## src/c16_loader_config.svh

```systemverilog
// --------------------
// c16 loader configuration
// memory bases, host file indices, zero-page pointer addresses and widths
// --------------------
`ifndef C16_LOADER_CONFIG_SVH
`define C16_LOADER_CONFIG_SVH

// bus widths
`define C16L_MEM_AW 25
`define C16L_BYTE_W 8
`define C16L_CPU_AW 16

// memory bases for injected images
`define C16L_ROM_MEM_START 25'h0010000
`define C16L_TAP_MEM_START 25'h0020000

// host file indices
`define C16L_IDX_BASIC 8'h00
`define C16L_IDX_PRG 8'h01
`define C16L_IDX_KERNAL 8'h03
`define C16L_IDX_TAP 8'h41

// combined rom starts with the 16k drive image, storing begins after it
`define C16L_BASIC_SKIP_END 25'h0004000

// low bytes of the basic end pointers, high byte sits one above
`define C16L_ZP_PTR0 16'h002D
`define C16L_ZP_PTR1 16'h002F
`define C16L_ZP_PTR2 16'h0031
`define C16L_ZP_PTR3 16'h009D

`endif
```

## src/c16_loader_pkg.sv

```systemverilog
// --------------------
// c16 loader types
// vector types for addresses and bytes, and the download kind
// --------------------
`include "c16_loader_config.svh"

package c16_loader_pkg;

	// shared memory address, covers rom and tape areas
	typedef logic [`C16L_MEM_AW-1:0] mem_addr_t;

	// one data byte on host or cpu side
	typedef logic [`C16L_BYTE_W-1:0] byte_t;

	// host file index
	typedef logic [`C16L_BYTE_W-1:0] dl_index_t;

	// full cpu address after ras/cas demux
	typedef logic [`C16L_CPU_AW-1:0] cpu_addr_t;

	// kind of the download in progress
	typedef enum logic [1:0] {
		DL_NONE,
		DL_PRG,
		DL_TAP,
		DL_ROM
	} dl_kind_e;

endpackage

```

## src/c16_loader.sv

```systemverilog
// --------------------
// c16 memory loader
// injects host files into shared memory and keeps the basic end
// pointers in step with a loaded program
// --------------------
`timescale 1ns/10ps

module c16_loader (
	input  logic                        clk28,
	input  logic                        reset,

	// host download stream
	input  logic                        ioctl_downloading_i,
	input  c16_loader_pkg::dl_index_t   ioctl_index_i,
	input  logic                        ioctl_wr_i,
	input  c16_loader_pkg::mem_addr_t   ioctl_addr_i,
	input  c16_loader_pkg::byte_t       ioctl_data_i,

	// memory slot phase, high is the cpu slot
	input  logic                        clkref_i,

	// cpu side
	input  c16_loader_pkg::cpu_addr_t   cpu_addr_i,
	input  logic                        cpu_cas_n_i,
	input  logic                        cpu_rw_i,
	input  c16_loader_pkg::byte_t       cpu_dout_i,

	// host half of the memory port
	output logic                        mem_wr_o,
	output c16_loader_pkg::mem_addr_t   mem_addr_o,
	output c16_loader_pkg::byte_t       mem_data_o,

	output logic                        cpu_wait_o,
	output logic                        zp_hit_o,
	output c16_loader_pkg::byte_t       zp_dout_o
);

	// --------------------
	// decode to execute
	// --------------------

	logic load_lo;
	logic load_hi;
	logic start_tap;
	logic start_rom;
	logic store_req;

	// end of prg download into the shadow
	logic prg_done;

	c16_loader_decode u_decode (
		.clk28               ( clk28               ),
		.reset               ( reset               ),
		.ioctl_downloading_i ( ioctl_downloading_i ),
		.ioctl_index_i       ( ioctl_index_i       ),
		.ioctl_wr_i          ( ioctl_wr_i          ),
		.ioctl_addr_i        ( ioctl_addr_i        ),
		.dl_kind_o           (                     ),
		.load_lo_o           ( load_lo             ),
		.load_hi_o           ( load_hi             ),
		.start_tap_o         ( start_tap           ),
		.start_rom_o         ( start_rom           ),
		.store_req_o         ( store_req           ),
		.prg_done_o          ( prg_done            ),
		.cpu_wait_o          ( cpu_wait_o          )
	);

	c16_loader_execute u_execute (
		.clk28        ( clk28        ),
		.reset        ( reset        ),
		.clkref_i     ( clkref_i     ),
		.ioctl_data_i ( ioctl_data_i ),
		.load_lo_i    ( load_lo      ),
		.load_hi_i    ( load_hi      ),
		.start_tap_i  ( start_tap    ),
		.start_rom_i  ( start_rom    ),
		.store_req_i  ( store_req    ),
		.mem_wr_o     ( mem_wr_o     ),
		.mem_addr_o   ( mem_addr_o   ),
		.mem_data_o   ( mem_data_o   )
	);

	// load address doubles as the program end address
	c16_loader_zp_shadow u_zp_shadow (
		.clk28       ( clk28       ),
		.reset       ( reset       ),
		.cpu_addr_i  ( cpu_addr_i  ),
		.cpu_cas_n_i ( cpu_cas_n_i ),
		.cpu_rw_i    ( cpu_rw_i    ),
		.cpu_dout_i  ( cpu_dout_i  ),
		.prg_done_i  ( prg_done    ),
		.end_addr_i  ( mem_addr_o  ),
		.zp_hit_o    ( zp_hit_o    ),
		.zp_dout_o   ( zp_dout_o   )
	);

endmodule

```

## src/c16_loader_zp_shadow.sv

```systemverilog
// --------------------
// c16 zero-page shadow
// four basic end pointers overlaid on cpu memory, written by the cpu
// or set from the load address when a program finishes loading
// --------------------
`timescale 1ns/10ps
`include "c16_loader_config.svh"

module c16_loader_zp_shadow (
	input  logic                        clk28,
	input  logic                        reset,
	input  c16_loader_pkg::cpu_addr_t   cpu_addr_i,
	input  logic                        cpu_cas_n_i,
	input  logic                        cpu_rw_i,
	input  c16_loader_pkg::byte_t       cpu_dout_i,
	input  logic                        prg_done_i,
	input  c16_loader_pkg::mem_addr_t   end_addr_i,
	output logic                        zp_hit_o,
	output c16_loader_pkg::byte_t       zp_dout_o
);

	localparam int NPTR = 4;

	// low byte addresses, the high byte follows each one
	localparam c16_loader_pkg::cpu_addr_t ZP_LO [NPTR] = '{
		`C16L_ZP_PTR0,
		`C16L_ZP_PTR1,
		`C16L_ZP_PTR2,
		`C16L_ZP_PTR3
	};

	c16_loader_pkg::cpu_addr_t ptr [NPTR];
	logic [NPTR-1:0] sel_lo;
	logic [NPTR-1:0] sel_hi;
	logic cas_n_q;
	logic wr_pulse;

	// address match against all eight bytes
	always_comb begin
		for (int i = 0; i < NPTR; i++) begin
			sel_lo[i] = cpu_addr_i == ZP_LO[i];
			sel_hi[i] = cpu_addr_i == ZP_LO[i] + 16'd1;
		end
	end

	assign zp_hit_o = |{sel_lo, sel_hi};

	// overlay read, open bus value on a miss
	always_comb begin
		zp_dout_o = 8'hFF;
		for (int i = 0; i < NPTR; i++) begin
			if (sel_lo[i]) begin
				zp_dout_o = ptr[i][7:0];
			end
			if (sel_hi[i]) begin
				zp_dout_o = ptr[i][15:8];
			end
		end
	end

	// write pulse one cycle after cas falls, address has settled by then
	always_ff @(posedge clk28) begin
		if (reset) begin
			cas_n_q <= 1'b1;
			wr_pulse <= 1'b0;
			for (int i = 0; i < NPTR; i++) begin
				ptr[i] <= '0;
			end
		end else begin
			cas_n_q <= cpu_cas_n_i;
			wr_pulse <= cas_n_q && !cpu_cas_n_i;
			if (prg_done_i) begin
				// all four point just past the loaded program
				for (int i = 0; i < NPTR; i++) begin
					ptr[i] <= end_addr_i[`C16L_CPU_AW-1:0] + 16'd1;
				end
			end else if (wr_pulse && !cpu_rw_i) begin
				for (int i = 0; i < NPTR; i++) begin
					if (sel_lo[i]) begin
						ptr[i][7:0] <= cpu_dout_i;
					end
					if (sel_hi[i]) begin
						ptr[i][15:8] <= cpu_dout_i;
					end
				end
			end
		end
	end

endmodule

```

## src/c16_loader_execute.sv

```systemverilog
// --------------------
// c16 loader execute
// owns the load address and one pending byte, writes it in the host
// half of the memory slot and steps the address afterwards
// --------------------
`timescale 1ns/10ps
`include "c16_loader_config.svh"

module c16_loader_execute (
	input  logic                        clk28,
	input  logic                        reset,
	input  logic                        clkref_i,
	input  c16_loader_pkg::byte_t       ioctl_data_i,
	input  logic                        load_lo_i,
	input  logic                        load_hi_i,
	input  logic                        start_tap_i,
	input  logic                        start_rom_i,
	input  logic                        store_req_i,
	output logic                        mem_wr_o,
	output c16_loader_pkg::mem_addr_t   mem_addr_o,
	output c16_loader_pkg::byte_t       mem_data_o
);

	// high half of the prg load address, upper bits stay zero
	localparam int HI_PAD = `C16L_MEM_AW - 8 - `C16L_BYTE_W;

	logic clkref_q;
	logic pending;
	logic slot_host;
	logic slot_cpu;

	// --------------------
	// slot edges
	// --------------------

	// clkref high is the cpu slot, low belongs to the host
	always_ff @(posedge clk28) begin
		if (reset) begin
			clkref_q <= 1'b0;
		end else begin
			clkref_q <= clkref_i;
		end
	end

	// falling edge opens the host slot
	assign slot_host = clkref_q && !clkref_i;
	// rising edge hands memory back to the cpu
	assign slot_cpu = !clkref_q && clkref_i;

	// --------------------
	// address, pending byte and write strobe
	// --------------------
	always_ff @(posedge clk28) begin
		if (reset) begin
			pending <= 1'b0;
			mem_wr_o <= 1'b0;
			mem_addr_o <= '0;
		end else begin
			// byte is in flight, drop the request
			if (mem_wr_o) begin
				pending <= 1'b0;
			end

			// header and start actions from decode
			if (load_lo_i) begin
				mem_addr_o[7:0] <= ioctl_data_i;
			end
			if (load_hi_i) begin
				mem_addr_o[`C16L_MEM_AW-1:8] <= {{HI_PAD{1'b0}}, ioctl_data_i};
			end
			if (start_tap_i) begin
				mem_addr_o <= `C16L_TAP_MEM_START;
			end
			if (start_rom_i) begin
				mem_addr_o <= `C16L_ROM_MEM_START;
			end

			// a second byte before the slot merges into the first
			if (store_req_i) begin
				pending <= 1'b1;
			end

			// one write per host slot
			if (slot_host) begin
				mem_wr_o <= pending;
			end

			// write done, next byte goes one higher
			if (slot_cpu) begin
				if (mem_wr_o) begin
					mem_addr_o <= mem_addr_o + 1'b1;
				end
				mem_wr_o <= 1'b0;
			end
		end
	end

	// data must still be stable from the host at the slot edge
	always_ff @(posedge clk28) begin
		if (slot_host && pending) begin
			mem_data_o <= ioctl_data_i;
		end
	end

endmodule

```

## src/c16_loader_decode.sv

```systemverilog
// --------------------
// c16 loader decode
// classifies the host file index and turns byte strobes into address
// actions and store requests, flags the end of a program download
// --------------------
`timescale 1ns/10ps
`include "c16_loader_config.svh"

module c16_loader_decode (
	input  logic                        clk28,
	input  logic                        reset,
	input  logic                        ioctl_downloading_i,
	input  c16_loader_pkg::dl_index_t   ioctl_index_i,
	input  logic                        ioctl_wr_i,
	input  c16_loader_pkg::mem_addr_t   ioctl_addr_i,
	output c16_loader_pkg::dl_kind_e    dl_kind_o,
	output logic                        load_lo_o,
	output logic                        load_hi_o,
	output logic                        start_tap_o,
	output logic                        start_rom_o,
	output logic                        store_req_o,
	output logic                        prg_done_o,
	output logic                        cpu_wait_o
);

	logic is_basic;
	logic is_kernal;
	logic is_first;
	logic prg_dl_d1;
	logic prg_dl_d2;

	assign is_basic = ioctl_index_i == `C16L_IDX_BASIC;
	assign is_kernal = ioctl_index_i == `C16L_IDX_KERNAL;
	assign is_first = ioctl_addr_i == '0;

	// kind follows the level, none outside a download
	always_comb begin
		dl_kind_o = c16_loader_pkg::DL_NONE;
		if (ioctl_downloading_i) begin
			case (ioctl_index_i)
				`C16L_IDX_PRG: dl_kind_o = c16_loader_pkg::DL_PRG;
				`C16L_IDX_TAP: dl_kind_o = c16_loader_pkg::DL_TAP;
				`C16L_IDX_BASIC,
				`C16L_IDX_KERNAL: dl_kind_o = c16_loader_pkg::DL_ROM;
				default: dl_kind_o = c16_loader_pkg::DL_NONE;
			endcase
		end
	end

	// prg header, first two bytes carry the load address
	assign load_lo_o = ioctl_wr_i && (dl_kind_o == c16_loader_pkg::DL_PRG) && is_first;
	assign load_hi_o = ioctl_wr_i && (dl_kind_o == c16_loader_pkg::DL_PRG) &&
		(ioctl_addr_i == c16_loader_pkg::mem_addr_t'(1));

	assign start_tap_o = ioctl_wr_i && (dl_kind_o == c16_loader_pkg::DL_TAP) && is_first;

	// kernal starts at once, combined rom only past the drive image
	assign start_rom_o = ioctl_wr_i && (dl_kind_o == c16_loader_pkg::DL_ROM) &&
		((is_kernal && is_first) || (is_basic && ioctl_addr_i == `C16L_BASIC_SKIP_END));

	always_comb begin
		case (dl_kind_o)
			c16_loader_pkg::DL_PRG:
				store_req_o = ioctl_wr_i && (ioctl_addr_i > c16_loader_pkg::mem_addr_t'(1));
			c16_loader_pkg::DL_TAP:
				store_req_o = ioctl_wr_i;
			// drive rom part of the combined file is never stored
			c16_loader_pkg::DL_ROM:
				store_req_o = ioctl_wr_i && (is_kernal || ioctl_addr_i[16:14] != 3'd0);
			default:
				store_req_o = 1'b0;
		endcase
	end

	// cpu is held off while its memory image is replaced
	assign cpu_wait_o = (dl_kind_o == c16_loader_pkg::DL_PRG) ||
		(dl_kind_o == c16_loader_pkg::DL_ROM);

	// end of prg download, two delay stages then a registered falling edge
	always_ff @(posedge clk28) begin
		if (reset) begin
			prg_dl_d1 <= 1'b0;
			prg_dl_d2 <= 1'b0;
			prg_done_o <= 1'b0;
		end else begin
			prg_dl_d1 <= dl_kind_o == c16_loader_pkg::DL_PRG;
			prg_dl_d2 <= prg_dl_d1;
			prg_done_o <= prg_dl_d2 && !prg_dl_d1;
		end
	end

endmodule

```

## config.mk

```make
export PLATFORM = sky130hd
export DESIGN_NAME = c16_loader
export DESIGN_NICKNAME = d
export VERILOG_FILES = /design/src/c16_loader_pkg.sv /design/src/c16_loader.sv /design/src/c16_loader_zp_shadow.sv /design/src/c16_loader_execute.sv /design/src/c16_loader_decode.sv
export VERILOG_INCLUDE_DIRS = /design/src /design/src/src
export SDC_FILE = /design/constraint.sdc
export NUM_CORES = 1
export LEC_CHECK = 0
export BUFFER_PORTS_ARGS = -buffer_cell sky130_fd_sc_hd__buf_2
export CAP_MARGIN = 30
export CORE_UTILIZATION = 32
export DETAILED_ROUTE_END_ITERATION = 10
export GPL_TIMING_DRIVEN = 0
export SLEW_MARGIN = 15
export SYNTH_ARGS = -nofsm -noshare
export SYNTH_HDL_FRONTEND = slang
export SYNTH_SLANG_ARGS = --single-unit
```

## constraint.sdc

```tcl
create_clock -name clk28 -period 4 [get_ports clk28]
set_input_delay 0.2 -clock clk28 [delete_from_list [all_inputs] [get_ports clk28]]
set_output_delay 0.2 -clock clk28 [all_outputs]
set_load 0.1 [all_outputs]
```

==> results_dict.tcl <==
set metrics [dict create \
    num-fill-cells 1721 \
    yosys.area.top_type "edfxtp_1" \
    path_class "reg -> reg" \
    portBuffers 103 \
    die_area_um2 18700 \
    num_vias 5086 \
    synthArstFlopShare_pct 0 \
    period_share_pct 70.5 \
    cp-start-kind "flip-flop" \
    place_inst 897 \
    hpwl_um 13700 \
    synth-edff-count 72 \
    drt_pass1_iterations 5 \
    core_um2 17500 \
    drv_slew 0 \
    whs_ns 0.0479 \
    status "completed" \
    yosys-top-cells-area "edfxtp_1 (37%), dfxtp_1 (11%), nor2_1 (4.0%), nand2_1 (3.3%), a211oi_1 (3.2%)" \
    p_sw_mw 0.522 \
    power_mw 2.19 \
    multi_input_area_um2 2770 \
    gr-max-usage-layer "met2" \
    area_growth_syn_to_layout_pct 19.1 \
    endpoint_kind "flip-flop" \
    ys_warn_count 0 \
    antenna_found_initial 0 \
    io_pins 116 \
    worstPathArrival_ns 2.94 \
    grt_pass1_wl_um 26200 \
    min_period_ns 2.82 \
    cts.repair.resized 0 \
    cts_tree "built" \
    insertion_delay_ns 0.35 \
    grt_use_met3_pct 3.30 \
    ff_latch_area_um2 2820 \
    clkPwrFrac_pct 39.1 \
    initial_core_util_pct 33.2 \
    rsz0062_at_grt "no" \
    vdd_ir_drop_max_mv 0.271 \
    clk_path_buf_depth 2 \
    use_met1_pct 22.8 \
    cts_root_buf "clkbuf_16" \
    drt-initial-drc-count 406 \
    drive_gt1_share_pct 24.9 \
    power.density_nw_per_um2 317 \
    max-slew-margin-rel_pct 41.7 \
    fin_worst_skew_ns 0.00679 \
    seqPwrFrac_pct 54.3 \
    routed_wl_um 17300 \
    leakagePower_nw 2.56 \
    reg_top3 "u_zp_shadow.ptr: 64 flops, u_execute.mem_addr_o: 25 flops, u_execute.mem_data_o: 8 flops" \
    hold_violations 0 \
    cts-buffers-inserted 9 \
    cts_setup_buffers 0 \
    seq_area_frac_synth_pct 48.7 \
    tightestPinTransition_ns 0.868 \
    largest_register_ffs 64 \
    hp-class "in -> reg" \
    synth_nets 638 \
    critPathMaxFanout 6 \
    viasPerCell 5.57 \
    drc 0 \
    cts_hold_buf 0 \
    synth-seq-cells 105 \
    grtUsageMet2_pct 32.7 \
    synth_area_per_cell_um2 10.3 \
    internal-power_mw 1.66 \
    antennaDiodeCount 0 \
    ant_nets 0 \
    dieHeight_um 137 \
    p_comb_share_pct 6.6 \
    final_cell_mix "buf_2 (112), edfxtp_1 (72), nor2_1 (62)" \
    ys_types 71 \
    ys.flop_type "edfxtp_1" \
    worstPathRequired_ns 4.12 \
    swShare_pct 23.9 \
    synthCells 565 \
    h-tree-depth 3 \
    die_w_um 137 \
    regMostFlops "u_zp_shadow.ptr" \
    grt_overflow 0 \
    grt_usage_pct 19.0 \
    finish.instance_area_um2 6900 \
    synth_top_area_share_pct 37.3 \
    fin_cells 913 \
    synthesis.area_um2 5800 \
    rows 48 \
    fmax_ghz 0.354 \
    place.gp.congestion 0.902 \
    grt_pass1_vias 5037 \
    place_area_um2 6620 \
    setup_viol 0 \
    clk_transition_reported_paths_ns 0.07 \
    grt_start_max_net_pins 20 \
    cap_violations 0 \
    cts_sinks 105 \
    finalSetupTns_ns 0 \
    wl_per_cell_um 19.0 \
    finish.net_count 756 \
    final_common_cell "buf_2" \
]
==> power by group through the flow <==
stage	Sequential, mW	Clock, mW	Combinational, mW
6_report	1.19	0.856	0.144
5_1_grt	1.19	0.902	0.156
4_1_cts	1.19	0.867	0.144
3_5_place_dp	1.21	0	0.144
3_3_place_gp	1.21	0	0.137
2_1_floorplan	1.21	0	0.0703
==> worst max-delay path, stage by stage (launching register included) <==
cell	delay, ns
dfxtp_1	0.44
ha_1	0.30
nand4_1	0.23
nor3b_1	0.67
nand2_1	0.14
xor2_1	0.50
nor2_1	0.12
a21o_1	0.18
==> logic make-up (layout without fill, tap and decap cells) <==
kind of cell,count (synthesis),count (layout),share of synthesized area (%)
buffers and inverters,45,168,3.56
muxes,19,19,3.39
and+or+nand+nor,222,222,22.2
adders and majority gates,1,1,0.216
DFF,105,105,48.7
AOI/OAI and AO/OA,150,150,18.5
xor gates and xnor gates,23,23,3.48
==> Yosys cell counts (3+ instances only) <==
cell	number
edfxtp_1	72
nor2_1	62
nand2_1	51
dfxtp_1	33
o22ai_1	26
a211oi_1	25
o21ai_0	23
nand3_1	19
clkbuf_1	17
a21o_1	16
a21oi_1	15
mux2i_1	14
xnor2_1	12
nand4_1	11
xor2_1	11
inv_1	10
nand2b_1	10
nor2b_1	8
o2bb2ai_1	8
buf_1	7
buf_2	7
a22oi_1	6
nor3_1	6
nor4_1	6
o22ai_2	5
or2_2	4
a221oi_1	3
a31oi_1	3
and2_1	3
and3_1	3
and4_1	3
mux2_2	3
nor4_2	3
nor4_4	3
o221ai_1	3
o32a_1	3
or3_1	3
==> routing by layer <==
layer / wire length, um / part of all wire [%] / vias to the layer above
li1: - / - / 2392
met1: 7050 / 41 / 2413
met2: 8360 / 48 / 243
met3: 1370 / 7.9 / 38
met4: 552 / 3.2 / 0
met5: 0 / 0 / -
==> path summary, 6_finish.rpt <==
check                               start  slack (ns)  depth (start not counted)                      to
setup / recovery  u_execute.mem_addr_o[1]        1.18                          7  u_zp_shadow.ptr[3][14]
hold / removal                cpu_cas_n_i        0.05                          2     u_zp_shadow.cas_n_q
hold reg to reg       u_zp_shadow.cas_n_q        0.41                          2    u_zp_shadow.wr_pulse
setup reg to reg  u_execute.mem_addr_o[1]        1.18                          7  u_zp_shadow.ptr[3][14]
==> area by class of cell <==
type	count	area share [%]
inverters	10	0.544
repair buffers	107	7.83
clock inverters	7	0.852
multi-input cells	415	40.1
clock buffers	9	3.26
well taps	225	4.08
flip-flops and latches	105	40.9
plain buffers	35	2.45
==> through the flow <==
| step | utilization [%] | setup WS, ns |
|---|---|---|
| 3_5_place_dp | 37.9 | 1.22 |
| 4_1_cts | 39.5 | 1.21 |
| 3_3_place_gp | 37.7 | 1.15 |
| 5_1_grt | 39.5 | 1.02 |
| 6_report | 39.5 | 1.18 |
| 2_1_floorplan | - | 0.514 |
Power figures use the tool's default switching activity.
